$ cat src/hdl/usb_pkg.sv
package usb_pkg;

	typedef logic [7:0]  byte_t;      // Host bus byte
	typedef logic [5:0]  reg_addr_t;
	typedef logic [31:0] word_t;      // Multi-byte registers
	typedef logic [8:0]  phase_t;

	// Single-byte registers
	localparam reg_addr_t GAIN_ADDR     = 6'd0;
	localparam reg_addr_t SETTINGS_ADDR = 6'd1;
	localparam reg_addr_t STATUS_ADDR   = 6'd2;
	localparam reg_addr_t ADCDATA_ADDR  = 6'd3;
	localparam reg_addr_t ECHO_ADDR     = 6'd4;

	// Four-byte blocks, LSB at the base address
	localparam reg_addr_t EXTFREQ_ADDR  = 6'd5;
	localparam reg_addr_t SAMPLES_ADDR  = 6'd16;
	localparam reg_addr_t OFFSET_ADDR   = 6'd26;

	// Phase shifter, bit 8 and load/done live in the high byte
	localparam reg_addr_t PHASE_LO_ADDR = 6'd9;
	localparam reg_addr_t PHASE_HI_ADDR = 6'd10;

	// Command byte layout
	localparam logic [2:0] CMD_VALID_BIT = 3'd7;
	localparam logic [2:0] CMD_WRITE_BIT = 3'd6;  // 1 = write, 0 = read

	localparam byte_t SYNC_BYTE = 8'hAC;  // Leads every ADC dump

	// Settings register fields
	localparam logic [2:0] SET_RESET_BIT    = 3'd0;
	localparam logic [2:0] SET_HILOW_BIT    = 3'd1;
	localparam logic [2:0] SET_TRIGMODE_BIT = 3'd2;
	localparam logic [2:0] SET_ARM_BIT      = 3'd3;
	localparam logic [2:0] SET_TRIGWAIT_BIT = 3'd5;
	localparam logic [2:0] SET_CLKSRC_BIT   = 3'd6;

endpackage

$ cat src/hdl/tx_streamer.sv
`timescale 1ns/1ps

module tx_streamer
	import usb_pkg::*;
(
	input  logic  ftdi_clk,
	input  logic  rst_i,
	input  logic  resp_stb_i,
	input  byte_t resp_byte_i,
	input  logic  dump_stb_i,
	input  logic  txe_i,
	input  logic  fifo_empty_i,
	input  byte_t fifo_data_i,
	output logic  wr_o,
	output byte_t dout_o,
	output logic  fifo_rd_en_o,
	output logic  busy_o
);

	typedef enum logic [1:0] {
		TX_IDLE,
		TX_DUMP_WR,  // Hold byte until host has room
		TX_DUMP_LD   // Popped sample arrives
	} tx_state_t;

	tx_state_t state;
	logic      resp_wr_q;
	logic      dump_go;

	assign dump_go = (state == TX_DUMP_WR) && txe_i;

	// Register reads ignore txe, dump bytes wait for it
	assign wr_o         = resp_wr_q | dump_go;
	assign fifo_rd_en_o = dump_go && !fifo_empty_i;

	// Covers the gap before the bank strobe turns into state
	assign busy_o = resp_stb_i | dump_stb_i | resp_wr_q | (state != TX_IDLE);

	always_ff @(posedge ftdi_clk or posedge rst_i) begin
		if (rst_i) begin
			state     <= TX_IDLE;
			resp_wr_q <= 1'b0;
		end else begin
			resp_wr_q <= resp_stb_i;
			case (state)
				TX_IDLE: begin
					if (dump_stb_i)
						state <= TX_DUMP_WR;
				end
				TX_DUMP_WR: begin
					if (txe_i) begin
						if (fifo_empty_i)
							state <= TX_IDLE;  // Last byte just went out
						else
							state <= TX_DUMP_LD;
					end
				end
				TX_DUMP_LD: state <= TX_DUMP_WR;
				default:    state <= TX_IDLE;
			endcase
		end
	end

	always_ff @(posedge ftdi_clk) begin
		if (resp_stb_i)
			dout_o <= resp_byte_i;
		else if (dump_stb_i)
			dout_o <= SYNC_BYTE;
		else if (state == TX_DUMP_LD)
			dout_o <= fifo_data_i;  // Valid one cycle after the pop
	end

endmodule

$ cat config.mk
export PLATFORM = sky130hd
export DESIGN_NAME = tx_streamer
export DESIGN_NICKNAME = d
export VERILOG_FILES = /design/src/hdl/usb_pkg.sv /design/src/hdl/tx_streamer.sv
export SDC_FILE = /design/constraint.sdc
export NUM_CORES = 1
export LEC_CHECK = 0
export ABC_AREA = 1
export BUFFER_PORTS_ARGS = -buffer_cell sky130_fd_sc_hd__buf_2
export CORE_MARGIN = 2
export CORE_UTILIZATION = 35
export CTS_CLUSTER_DIAMETER = 40
export DETAILED_ROUTE_END_ITERATION = 16
export GPL_ROUTABILITY_DRIVEN = 0
export PLACE_DENSITY = 0.73
export SYNTH_ARGS = -nofsm -noshare
export SYNTH_HDL_FRONTEND = slang
export SYNTH_SLANG_ARGS = --single-unit
$ cat constraint.sdc
create_clock -name ftdi_clk -period 1.4 [get_ports ftdi_clk]
set_input_delay 0.07 -clock ftdi_clk [delete_from_list [all_inputs] [get_ports ftdi_clk]]
set_output_delay 0.07 -clock ftdi_clk [all_outputs]
set_load 0.02 [all_outputs]
* After elaboration in Yosys (flattened, before gate mapping) *
Cells that the tools add are included.
W data, S select, Z words.

word-level totals
  flip-flop bits (word level) = 11
  output and inout port bits = 11
  logic and storage cells = 25

operators by class
  equal/unequal tests = 4
  mux-type cells = 7
  bitwise gates (word level) = 4
  reduce and logical (&&, ||, !) cells = 7

operator list
  cell                  count
  $mux W8               3
  $mux W2               3
  $pmux W2 S3           1
  $ne A2 B2 Y1 const B  2
  $or A1 B1 Y1          4
  $reduce_bool A3 Y1    1
  $eq A2 B1 Y1 const B  1
  $eq A2 B2 Y1 const B  1
  $logic_and A1 B1 Y1   2
  $logic_not A2 Y1      1
  $reduce_and A2 Y1     1
  $reduce_bool A2 Y1    1
  $logic_not A1 Y1      1

* Depth between registers and ports, before layout *
  depth after elaboration = 4
  depth in mapped cells = 4

* Least setup slack after synthesis *
No wires, ideal clock.

  path kind = register -> register
  start = register state[0]
  end = register dout_o[0] (enable)
  arrival = 1.043 ns
  required time = 1.016 ns
  slack = -0.027 ns
  cell stages (with the launch flop) = 2
  cell sequence = dfrtp_1 > o21ai_0

on the way
  word-level cells in the longest chain between the ends = 2

ends and longest elaborated chain
  item                          RTL line           text
  start: declaration            tx_streamer.sv:26  tx_state_t state;
  start signal: assignment      tx_streamer.sv:41  state <= TX_IDLE;
  start signal: assignment      tx_streamer.sv:48  state <= TX_DUMP_WR;
  start signal: assignment      tx_streamer.sv:53  state <= TX_IDLE;
  $eq A2 B2 Y1                  tx_streamer.sv:69  else if (state == TX_DUMP_LD)
  $reduce_bool A3 Y1 (no line)  --
  end signal: assignment        tx_streamer.sv:66  dout_o <= resp_byte_i;
  end signal: assignment        tx_streamer.sv:70  dout_o <= fifo_data_i;
  end: declaration              tx_streamer.sv:15  output byte_t dout_o,

No other way between the ends.
A chain may end at the register's enable or synchronous reset.

* Worst setup path in the final report *
  start = register state[1]
  end = output fifo_rd_en_o

on the way
  word-level cells in the longest chain between the ends = 3

ends and longest elaborated chain
  item                 RTL line           text
  $eq A2 B1 Y1         tx_streamer.sv:30  assign dump_go = (state == TX_DUMP_WR) && txe_i;
  $logic_and A1 B1 Y1  tx_streamer.sv:30
  $logic_and A1 B1 Y1  tx_streamer.sv:34  assign fifo_rd_en_o = dump_go && !fifo_empty_i;
  end: declaration     tx_streamer.sv:16  output logic fifo_rd_en_o,

No other way between the ends.

==> reports/qor.txt <==
largest net degree at the start of global routing -> 12
crit path time final -> 1.19 ns
initial antenna violation count -> 0
# H-tree levels -> 1
count of cell types in the netlist -> 9
Seq pwr share -> 51.7%
Slew @ Worst Pin -> 0.214 ns
Antenna diodes -> 0
final worst-path cycle share -> 84.9%
Leakage -> 0.000386 µW
CTS root buf -> clkbuf_4
clock share of power -> 26.7%
Synth Warn # -> 0
Worst Path Required -> 1.33 ns
Routed Antenna Nets -> 0
type of origin of the critical path -> flip-flop
TritonCTS clock tree -> done
Core Region -> 0.00132 mm²
total track usage -> 13.7%
drt pass-1 iters -> 3
Slew Viols, Final -> 0
Avg WL per Cell -> 9.83 µm
Layout Skew -> 0.00280 ns
status -> complete, no violations
Max Cap Violations -> 0
Core Util, Final -> 54.7%
initial drt markers -> 3
Internal -> 566 µW
placed wire-length estimate -> 819 µm
Via density -> 4.42
RSZ-0062 raised after global routing -> false
maximum vdd drop -> 0.526 mV
Seq cells post-synth -> 11
Cells after Synth -> 53
Avg Cell Area, Syn -> 9.42 µm²
layout cells sized above 1 -> 40.7%
Worst Setup Slack, final -> 0.211 ns
# nets final -> 114
Layout area overhead -> 44.4%
# DRC -> 0
dpl cell area -> 674 µm²
via count of the first global-routing pass -> 462
Crit path arrival time -> 1.12 ns
Die ar. -> 0.00174 mm²
Die Y-Extent -> 41.8 µm
worst min path class -> in2reg
setup bufs post-CTS -> 0
sw frac -> 27.9%
Fin. Hold Viols -> 0
CP max FO -> 3
Critical Path Slowest Stage Cell -> dfrtp_1
Via Count -> 469
Cell Area, Synth -> 499 µm²
CP Capture Type -> output port
grt ovf -> 0
Final Setup Violations -> 0
switching power -> 219 µW
combinational power share -> 21.6%
clock sink total -> 11
I/O Pins -> 33
clk_lat worst skew -> 0.26 ns
Seq/Total Area, Yosys -> 63.2%
Max Freq -> 0.841 GHz
CP endpoint -> fifo_rd_en_o
Die X -> 41.8 µm
Routed Wire Length -> 1040 µm
Critical Path Source -> state[1]
Pwr Total -> 784 µW
Synth Net Count -> 75
IO buf count -> 32
Reg clk slew, reported paths -> 0.07 ns
worst slack, placed -> 0.385 ns
crit path kind -> reg2out
setup_tns -> 0 ns
r2r endpoint -> dout_o[4]
Starting Density -> 37.9%
reg-to-reg slack, setup -> 0.37 ns
worst r2r path cells -> 2
first-pass GRT wire length -> 1790 µm
placement row count -> 13
pwr/cell area -> 1090 mW/mm²
Cell Chain, Critical Path -> inv_1, nand3_1, nor2_1, buf_2
Worst slew margin -> 85.7%
worst r2r src -> state[0]
critical path's largest stage delay -> 0.38 ns
total CTS buffers -> 3
post-route cell area -> 721 µm²
Max clock buf depth -> 2
==> per-layer routing <==
layer  global-route usage (%)  part of all wire (%)
met1                     14.6                    41
met2                     23.4                    50
met3                     4.78                   7.3
met4                     7.74                   1.2
met5                        0                     0
==> synthesized netlist by cell type <==
master,n,share of area [%]
buf_6,1,2.3
edfxtp_1,8,48
nor2_4,1,2.3
nand3_1,3,3.0
inv_1,6,4.5
dfrtp_1,3,15
nand2_1,22,17
nor2_1,3,2.3
o21ai_0,6,6.0
==> flip-flops by register name, summed over array words and instances (netlist names) <==
name	flops
state	2
dout_o	8
resp_wr_q	1
==> worst min-delay path by stage <==
stage	startpoint	end	slack [ns]	cells past startpoint
2_1_floorplan	rst_i	resp_wr_q	-0.18	1
3_3_place_gp	rst_i	resp_wr_q	-0.06	2
3_5_place_dp	rst_i	resp_wr_q	-0.06	2
4_1_cts	resp_stb_i	resp_wr_q	0.05	1
5_1_grt	resp_stb_i	resp_wr_q	0.05	1
6_report	resp_stb_i	resp_wr_q	0.05	1
==> power by group through the flow <==
stage / clock network (µW) / registers, µW / logic [µW]
after global routing: 228 / 409 / 189
after detailed placement: 0 / 412 / 166
after global placement: 0 / 410 / 161
after CTS: 214 / 405 / 171
final: 209 / 406 / 169
after floorplan: 0 / 442 / 66.1
==> kinds of logic after synthesis <==
kind of cell,Yosys count,synth area share (%)
AND/OR/NAND/NOR,29,24.1
buffers and inverters,7,6.77
AO/OA/AOI/OAI,6,6.02
flip-flops,11,63.2
==> layout by cell type (no fill, tap or decap) <==
master,instances
nand3_1,3
dfrtp_1,3
edfxtp_1,8
nor2_1,3
buf_2,32
clkbuf_1,1
nor2_4,1
o21ai_0,5
clkbuf_4,3
dlygate4sd3_1,2
buf_4,1
nand2_1,22
inv_1,6
o21ai_1,1
==> per-stage QoR <==
| stage | cells | hold WS (ns) |
|---|---|---|
| floorplan | 53 | -0.176 |
| global placement | 100 | -0.0646 |
| detailed placement | 100 | -0.0596 |
| CTS | 106 | 0.0451 |
| global route | 106 | 0.0477 |
| finish | 106 | 0.0467 |
==> area by class of cell <==
| cell class | instances | area (µm²) |
|---|---|---|
| sequential | 11 | 315 |
| inverter | 6 | 22.5 |
| multi-input combinational | 35 | 150 |
| clock buffer | 4 | 26.3 |
| fill | 126 | 597 |
| timing repair buffer | 35 | 188 |
| tap | 15 | 18.8 |
==> critical path: cells and delay by family, from the launching register on <==
family                 cells  cell delay (ns)
AND/OR/NAND/NOR            2             0.22
flip-flops                 1             0.38
buffers and inverters      2             0.25
==> timing repair <==
| item | CTS | global route |
|---|---|---|
| hold endpoints to repair | 4 | 0 |
| setup endpoints to repair | 0 | 0 |
| hold buffers | 2 | 0 |
| gates resized for setup | 0 | 0 |
Power figures use the tool's default switching activity.
