[config.mk]
export PLATFORM = sky130hd
export DESIGN_NAME = cmd_parser
export DESIGN_NICKNAME = d
export VERILOG_FILES = /design/src/hdl/usb_pkg.sv /design/src/hdl/cmd_parser.sv
export SDC_FILE = /design/constraint.sdc
export NUM_CORES = 1
export LEC_CHECK = 0
export ABC_AREA = 1
export BUFFER_PORTS_ARGS = -buffer_cell sky130_fd_sc_hd__buf_2
export CAP_MARGIN = 20
export CORE_MARGIN = 8
export CORE_UTILIZATION = 44
export DETAILED_ROUTE_END_ITERATION = 16
export PLACE_DENSITY_LB_ADDON = 0.2
export SYNTH_ARGS = -nofsm -noshare
export SYNTH_HDL_FRONTEND = slang
export SYNTH_SLANG_ARGS = --single-unit
export TNS_END_PERCENT = 5
[constraint.sdc]
create_clock -name ftdi_clk -period 1.7 [get_ports ftdi_clk]
set_input_delay 0.085 -clock ftdi_clk [delete_from_list [all_inputs] [get_ports ftdi_clk]]
set_output_delay 0.085 -clock ftdi_clk [all_outputs]
set_load 0.01 [all_outputs]
[src/hdl/usb_pkg.sv]
package usb_pkg;

	typedef logic [7:0]  byte_t;      // Host bus byte
	typedef logic [5:0]  reg_addr_t;
	typedef logic [31:0] word_t;      // Multi-byte registers
	typedef logic [8:0]  phase_t;

	// Single-byte registers
	localparam reg_addr_t GAIN_ADDR     = 6'd0;
	localparam reg_addr_t SETTINGS_ADDR = 6'd1;
	localparam reg_addr_t STATUS_ADDR   = 6'd2;
	localparam reg_addr_t ADCDATA_ADDR  = 6'd3;
	localparam reg_addr_t ECHO_ADDR     = 6'd4;

	// Four-byte blocks, LSB at the base address
	localparam reg_addr_t EXTFREQ_ADDR  = 6'd5;
	localparam reg_addr_t SAMPLES_ADDR  = 6'd16;
	localparam reg_addr_t OFFSET_ADDR   = 6'd26;

	// Phase shifter, bit 8 and load/done live in the high byte
	localparam reg_addr_t PHASE_LO_ADDR = 6'd9;
	localparam reg_addr_t PHASE_HI_ADDR = 6'd10;

	// Command byte layout
	localparam logic [2:0] CMD_VALID_BIT = 3'd7;
	localparam logic [2:0] CMD_WRITE_BIT = 3'd6;  // 1 = write, 0 = read

	localparam byte_t SYNC_BYTE = 8'hAC;  // Leads every ADC dump

	// Settings register fields
	localparam logic [2:0] SET_RESET_BIT    = 3'd0;
	localparam logic [2:0] SET_HILOW_BIT    = 3'd1;
	localparam logic [2:0] SET_TRIGMODE_BIT = 3'd2;
	localparam logic [2:0] SET_ARM_BIT      = 3'd3;
	localparam logic [2:0] SET_TRIGWAIT_BIT = 3'd5;
	localparam logic [2:0] SET_CLKSRC_BIT   = 3'd6;

endpackage

[src/hdl/cmd_parser.sv]
`timescale 1ns/1ps

module cmd_parser
	import usb_pkg::*;
(
	input  logic      ftdi_clk,
	input  logic      rst_i,
	input  logic      rxf_i,
	input  byte_t     din_i,
	input  logic      tx_busy_i,
	output logic      rd_o,
	output logic      wr_stb_o,
	output reg_addr_t wr_addr_o,
	output byte_t     wr_data_o,
	output logic      rd_stb_o,
	output reg_addr_t rd_addr_o,
	output logic      isout_o
);

	typedef enum logic [2:0] {
		ST_IDLE,
		ST_ADDR,
		ST_DATA_WAIT,
		ST_DATA_TAKE,
		ST_RD_ISSUE,
		ST_WAIT_RESP
	} state_t;

	state_t    state;
	reg_addr_t addr_q;

	// Same address serves both directions
	assign wr_addr_o = addr_q;
	assign rd_addr_o = addr_q;

	always_ff @(posedge ftdi_clk or posedge rst_i) begin
		if (rst_i) begin
			state    <= ST_IDLE;
			rd_o     <= 1'b0;
			wr_stb_o <= 1'b0;
			rd_stb_o <= 1'b0;
			isout_o  <= 1'b0;
		end else begin
			rd_o     <= 1'b0;  // All strobes are single cycle
			wr_stb_o <= 1'b0;
			rd_stb_o <= 1'b0;
			case (state)
				ST_IDLE: begin
					if (rxf_i) begin
						rd_o  <= 1'b1;  // Pop command byte
						state <= ST_ADDR;
					end
				end
				ST_ADDR: begin
					if (!din_i[CMD_VALID_BIT]) begin
						state <= ST_IDLE;  // Junk byte, drop it
					end else if (din_i[CMD_WRITE_BIT]) begin
						state <= ST_DATA_WAIT;
					end else begin
						isout_o  <= 1'b1;
						rd_stb_o <= 1'b1;
						state    <= ST_RD_ISSUE;
					end
				end
				ST_DATA_WAIT: begin
					if (rxf_i) begin
						rd_o  <= 1'b1;
						state <= ST_DATA_TAKE;
					end
				end
				ST_DATA_TAKE: begin
					wr_stb_o <= 1'b1;
					state    <= ST_IDLE;
				end
				ST_RD_ISSUE: state <= ST_WAIT_RESP;  // Bank answers next cycle
				ST_WAIT_RESP: begin
					if (!tx_busy_i) begin
						isout_o <= 1'b0;
						state   <= ST_IDLE;
					end
				end
				default: state <= ST_IDLE;
			endcase
		end
	end

	// Byte capture on the pop cycles
	always_ff @(posedge ftdi_clk) begin
		if (state == ST_ADDR)
			addr_q <= din_i[5:0];
		if (state == ST_DATA_TAKE)
			wr_data_o <= din_i;
	end

endmodule

Word-level counts from Yosys, hierarchy flattened
Cells that the tools add are included.

Register bits: 21. Memories kept: 0. Memory bits (read-only): 0. Bits of input ports: 12. Bits in writable memories: 0. Latch bits: 0. Word-level logic and storage cells: 38. Output and inout port bits: 24.

Shift-type cells: 0. Reduce and logical (&&, ||, !) cells: 5. Equality and inequality tests: 10. Add/subtract/negate cells: 0. Multiply operators: 0. Mux-type cells: 16. Order comparisons: 0. Div/mod/pow operators: 0. Bitwise logic cells: 0.

Operators with widths (number): $mux 3 (5); $pmux 3 s5 (1); $ne 2x2->1 const B (5); $mux 1 (9); $eq 3x2->1 const B (2); $eq 3x3->1 const B (2); $reduce_and 4->1 (1); $eq 3x1->1 const B (1); $logic_not 3->1 (1); $reduce_and 3->1 (1); $pmux 1 s2 (1); $reduce_bool 2->1 (1); $reduce_or 2->1 (1).

Depth between registers and ports, before layout
Depth after elaboration: 3. Depth in mapped cells: 5. Mapped depth without buffers: 5.

Least setup slack after synthesis
Ideal clock, no wire load.

Kind: register -> register. Start: reg state[0]. End: reg wr_data_o[0] (enable). Path buffers: 0. Library setup time: 373 ps. Path slack: 447 ps. Arrival: 879 ps. Stages on the path, launching flop included: 3. Data required time: 1327 ps. Clock period less this slack: 1253 ps. Cell sequence: dfrtp_1 nand2_1 nor2_1.

Cells in the longest elaborated chain, start to end: 1.

RTL lines: from (decl) (line cmd_parser.sv:29) `state_t state;`; from (signal assigned) (line cmd_parser.sv:38) `state <= ST_IDLE;`; from (signal assigned) (line cmd_parser.sv:51) `state <= ST_ADDR;`; from (signal assigned) (line cmd_parser.sv:56) `state <= ST_IDLE;`; $eq 3x2->1 (line cmd_parser.sv:91) `if (state == ST_DATA_TAKE)`; to (signal assigned) (line cmd_parser.sv:92) `wr_data_o <= din_i;`; to (decl) (line cmd_parser.sv:14) `output byte_t wr_data_o,`.

Every way passes these cells. A chain may end at the register's enable or synchronous reset.

Worst setup path after layout
Start: reg state[2]. End: reg addr_q[2] (netlist: rd_addr_o[2]) (enable).

Cells in the longest elaborated chain, start to end: 1.

RTL lines: $eq 3x1->1 (line cmd_parser.sv:89) `if (state == ST_ADDR)`; to (signal assigned) (line cmd_parser.sv:90) `addr_q <= din_i[5:0];`; to (decl) (line cmd_parser.sv:30) `reg_addr_t addr_q;`.

Every way passes these cells.

==> flow_summary.html <==
<table>
<tr><th>Metric</th><th>Value</th></tr>
<tr><th colspan="2">Outcome</th></tr>
<tr><td>Status</td><td>finished, final reports clean</td></tr>
<tr><th colspan="2">Detailed routing</th></tr>
<tr><td>Detailed router's first-iteration violation count</td><td>12</td></tr>
<tr><td>Remaining number of nets flagged by the antenna check after routing</td><td>0</td></tr>
<tr><td>Number of remaining DRC errors</td><td>0</td></tr>
<tr><td>Via-per-instance ratio</td><td>approximately 4.5</td></tr>
<tr><td>Number of iterations in the first detailed-routing pass</td><td>5</td></tr>
<tr><td>Routed length per placed instance</td><td>12.49 um</td></tr>
<tr><td>Total vias in the final route</td><td>566</td></tr>
<tr><td>WL final</td><td>between 1.5 and 2 mm</td></tr>
<tr><th colspan="2">Power and ir drop</th></tr>
<tr><td>Pwr per Cell Area</td><td>between 1000 and 1500 nW/um2</td></tr>
<tr><td>Pleak</td><td>0.0005128 uW</td></tr>
<tr><td>Worst voltage drop across the vdd grid</td><td>0.8311 mV</td></tr>
<tr><th colspan="2">CTS</th></tr>
<tr><td>Post-CTS Setup Bufs</td><td>0</td></tr>
<tr><td>CTS Sinks</td><td>21</td></tr>
<tr><td>Maximum clock path buffer count</td><td>2</td></tr>
<tr><td>Clock Tree Root</td><td>sky130_fd_sc_hd__clkbuf_4</td></tr>
<tr><td>Post-CTS clock slew at the launch and capture registers of the worst setup and hold paths</td><td>100 ps</td></tr>
<tr><td>Post-cts sizing count</td><td>0</td></tr>
<tr><td>TritonCTS clock tree</td><td>done</td></tr>
<tr><td>CTS Buf Count</td><td>3</td></tr>
<tr><td>Clk Latency, worst-skew pair</td><td>290 ps</td></tr>
<tr><td>Number of levels in the clock H-tree</td><td>1</td></tr>
<tr><th colspan="2">STA</th></tr>
<tr><td>Tightest slew margin relative to the limit</td><td>80.59%</td></tr>
<tr><td>Setup repair after global routing missed its margin</td><td>no</td></tr>
<tr><td>Total negative slack for setup checks</td><td>0 ps</td></tr>
<tr><td>Final hold violation count</td><td>0</td></tr>
<tr><td>Transition time at the pin with the least slew margin</td><td>290.8 ps</td></tr>
<tr><td>Final clock skew</td><td>2.461 ps</td></tr>
<tr><td>Final Critical Period</td><td>1116 ps</td></tr>
<tr><td>Count of final setup violators</td><td>0</td></tr>
<tr><td>Peak Freq</td><td>~0.90 GHz</td></tr>
<tr><td>Final cycle utilization of the critical path</td><td>65.63%</td></tr>
<tr><td>Max Slew Vio Count</td><td>0</td></tr>
<tr><th colspan="2">Global route</th></tr>
<tr><td>Via count of the first global-routing pass</td><td>554</td></tr>
<tr><td>Number of antenna violations at the first check in global routing</td><td>0</td></tr>
<tr><td>Largest net degree at the start of global routing</td><td>12</td></tr>
<tr><td>Total global-route track usage</td><td>10.09%</td></tr>
<tr><td>Sum of overflow across all layers after global routing</td><td>0</td></tr>
<tr><td>Wire length of the first global-routing pass</td><td>2.484 mm</td></tr>
<tr><th colspan="2">Synthesis</th></tr>
<tr><td>Portion of synthesized cell area occupied by the leading cell type</td><td>53.59%</td></tr>
<tr><td>Cells after synthesis</td><td>58</td></tr>
<tr><td>Share of synthesized area spent on multiplexers</td><td>0%</td></tr>
<tr><td>Number of storage elements in the synthesis netlist</td><td>21</td></tr>
<tr><td>Synthesized-area fraction occupied by and/or/nand/nor cells</td><td>11.96%</td></tr>
<tr><td>Cell taking the most area after synthesis</td><td>sky130_fd_sc_hd__edfxtp_1</td></tr>
<tr><td>Syn Nets</td><td>70</td></tr>
<tr><td>Netlist Area Pre-Place</td><td>784.5 um2</td></tr>
<tr><td>Synthesized-area fraction occupied by adder cells</td><td>0%</td></tr>
<tr><td>Share of the synthesized netlist area taken by xor and xnor gates</td><td>0%</td></tr>
<tr><td>Dominant combinational cell family by area after synthesis</td><td>simple AND/OR/NAND/NOR gates</td></tr>
<tr><td>Main area contributors after synthesis</td><td>sky130_fd_sc_hd__edfxtp_1 (54%), sky130_fd_sc_hd__dfrtp_1 (22%), sky130_fd_sc_hd__buf_4 (5.7%), sky130_fd_sc_hd__nand2_1 (3.8%), sky130_fd_sc_hd__nand3_1 (2.6%)</td></tr>
<tr><td>Synth cell types</td><td>15</td></tr>
<tr><td>Number of warning messages in the yosys log</td><td>0</td></tr>
<tr><td>Avg Synthesized Cell Area</td><td>13.53 um2</td></tr>
<tr><td>Share of the yosys chip area belonging to registers</td><td>75.92%</td></tr>
<tr><td>Share of the synthesized area in compound gates (AO/OA/AOI/OAI)</td><td>3.030%</td></tr>
<tr><th colspan="2">Job</th></tr>
<tr><td>Max capacitance violation total</td><td>0</td></tr>
<tr><th colspan="2">Placed design</th></tr>
<tr><td>Total placed cells including tap cells</td><td>114</td></tr>
<tr><td>Final weighted congestion in routability-driven placement</td><td>0.8186</td></tr>
<tr><td>Number of port buffers</td><td>35</td></tr>
<tr><td>Placed wire-length estimate</td><td>1.168 mm</td></tr>
<tr><th colspan="2">Die</th></tr>
<tr><td>Initial core utilization</td><td>45.93%</td></tr>
<tr><td>Core Footprint</td><td>1708 um2</td></tr>
<tr><td>Number of standard-cell rows in the floorplan</td><td>15</td></tr>
<tr><td>Die boundary width</td><td>58.23 um</td></tr>
<tr><td>Die Height</td><td>slightly below 60 um</td></tr>
<tr><td>Count of pins on the block boundary</td><td>36</td></tr>
<tr><td>Area of the die</td><td>roughly 3400 um2</td></tr>
<tr><th colspan="2">Layout</th></tr>
<tr><td>Antenna cell count</td><td>0</td></tr>
<tr><td>Final net count</td><td>115</td></tr>
<tr><td>Share of cells above drive strength 1</td><td>45.10%</td></tr>
<tr><td>Commonest cells after routing, fill and taps aside</td><td>sky130_fd_sc_hd__buf_2 (35), sky130_fd_sc_hd__edfxtp_1 (14), sky130_fd_sc_hd__dlygate4sd3_1 (9)</td></tr>
<tr><td>Synthesis-to-finish area growth</td><td>37.32%</td></tr>
<tr><td>Count of placed standard cells in the final layout, fillers left out</td><td>127</td></tr>
<tr><td>Most frequent standard cell in the layout excluding fill and tap cells</td><td>sky130_fd_sc_hd__buf_2</td></tr>
<tr><th colspan="2">Setup path</th></tr>
<tr><td>Capture instance of the worst register-to-register path</td><td>rd_addr_o[2]</td></tr>
<tr><td>Required arrival time at the worst endpoint</td><td>1700 ps</td></tr>
<tr><td>Largest fanout on the critical path</td><td>7</td></tr>
<tr><td>Startpoint type of the worst setup path</td><td>register</td></tr>
<tr><td>Number of cells on the worst reg-to-reg path</td><td>3</td></tr>
<tr><td>Worst setup slack for register-to-register paths</td><td>roughly 580 ps</td></tr>
<tr><td>Worst Setup Path Type</td><td>reg2reg</td></tr>
<tr><td>Arrival time of data at the critical path endpoint</td><td>1120 ps</td></tr>
<tr><td>FF-to-FF Start</td><td>state[2]</td></tr>
<tr><td>Worst Setup End Kind</td><td>register</td></tr>
<tr><th colspan="2">Min path</th></tr>
<tr><td>Hold EP</td><td>isout_o</td></tr>
<tr><td>Classification of the worst-slack hold path</td><td>in2reg</td></tr>
<tr><td>Hold Crit Start</td><td>tx_busy_i</td></tr>
<tr><td>Hold Path Depth</td><td>3</td></tr>
</table>
-- worst max path at each step --
stage / endpoint / cells past startpoint / start / slack [ps]
final: rd_addr_o[2] / 3 / state[2] / 580
after global routing: rd_addr_o[2] / 3 / state[2] / 520
after CTS: rd_addr_o[4] / 3 / state[2] / 580
after detailed placement: rd_addr_o[5] / 3 / state[2] / 590
after global placement: wr_data_o[4] / 3 / state[0] / 620
after floorplan: wr_data_o[0] / 2 / state[0] / 450
-- layout make-up --
| class | instances | area, um2 |
|---|---|---|
| flip-flops and latches | 21 | 595.6 |
| inverters | 7 | 26.28 |
| fillers | 144 | 630.6 |
| repair buffers | 46 | 280.3 |
| well taps | 25 | 31.28 |
| clock buffers | 4 | 26.28 |
| multi-input cells | 24 | 117.6 |
-- critical path: stages, from the launching register on --
cell and delay [ps]:
sky130_fd_sc_hd__dfrtp_1 460, sky130_fd_sc_hd__nor2_1 120, sky130_fd_sc_hd__nand2_1 80, sky130_fd_sc_hd__inv_2 170
-- through the flow --
stage	power, uW	hold slack [ps]	worst slack (ps)	cell area [um2]	utilization [%]
3_5_place_dp	1300	39.19	594.7	960.9	56.26
4_1_cts	1538	25.66	576.2	1077	63.08
2_1_floorplan	1133	-111.6	447.3	784.5	-
3_3_place_gp	1286	32.17	624.1	960.9	56.26
5_1_grt	1633	34.20	521.0	1077	63.08
6_report	1521	32.81	584.3	1077	63.08
-- synthesized netlist by cell type --
cell type / count
sky130_fd_sc_hd__nand2_1: 8
sky130_fd_sc_hd__nand4_1: 1
sky130_fd_sc_hd__a21oi_1: 1
sky130_fd_sc_hd__dfrtp_1: 7
sky130_fd_sc_hd__inv_2: 2
sky130_fd_sc_hd__nand3_1: 4
sky130_fd_sc_hd__inv_1: 5
sky130_fd_sc_hd__nor2_2: 1
sky130_fd_sc_hd__nor2_1: 4
sky130_fd_sc_hd__a21oi_2: 1
sky130_fd_sc_hd__nand3_2: 1
sky130_fd_sc_hd__o21ai_0: 2
sky130_fd_sc_hd__buf_4: 6
sky130_fd_sc_hd__nand2_2: 1
sky130_fd_sc_hd__edfxtp_1: 14
-- state kept, by name, indices dropped and copies added (netlist names) --
| register | cells |
|---|---|
| wr_stb_o | 1 |
| rd_addr_o | 6 |
| rd_o | 1 |
| isout_o | 1 |
| wr_data_o | 8 |
| state | 3 |
| rd_stb_o | 1 |
-- what timing repair did --
action,CTS,global route
hold buffers,9,0
hold endpoints to repair,21,0
endpoints found under the setup margin,0,0
-- layer usage --
layer	share of wire, %	vias up	GRT usage (%)	wire [um]
met5	0	-	0	0
met1	38	259	9.247	607
met2	50	26	17.52	788
met3	9.4	4	4.194	149
li1	-	277	-	-
met4	2.5	0	7.343	40
-- where the power goes --
part           switching [uW]  internal (uW)  leakage [uW]
Clock                     134           91.2     0.0000150
Combinational             307            198      0.000279
Sequential               81.0            710      0.000219
Total                     522            999      0.000513
-- logic make-up (layout without fill, tap and decap cells) --
group | Yosys count | in the layout
DFF | 21 | 21
AOI/OAI and AO/OA | 4 | 4
and+or+nand+nor | 20 | 20
buffers and inverters | 13 | 57
Power figures use the tool's default switching activity.
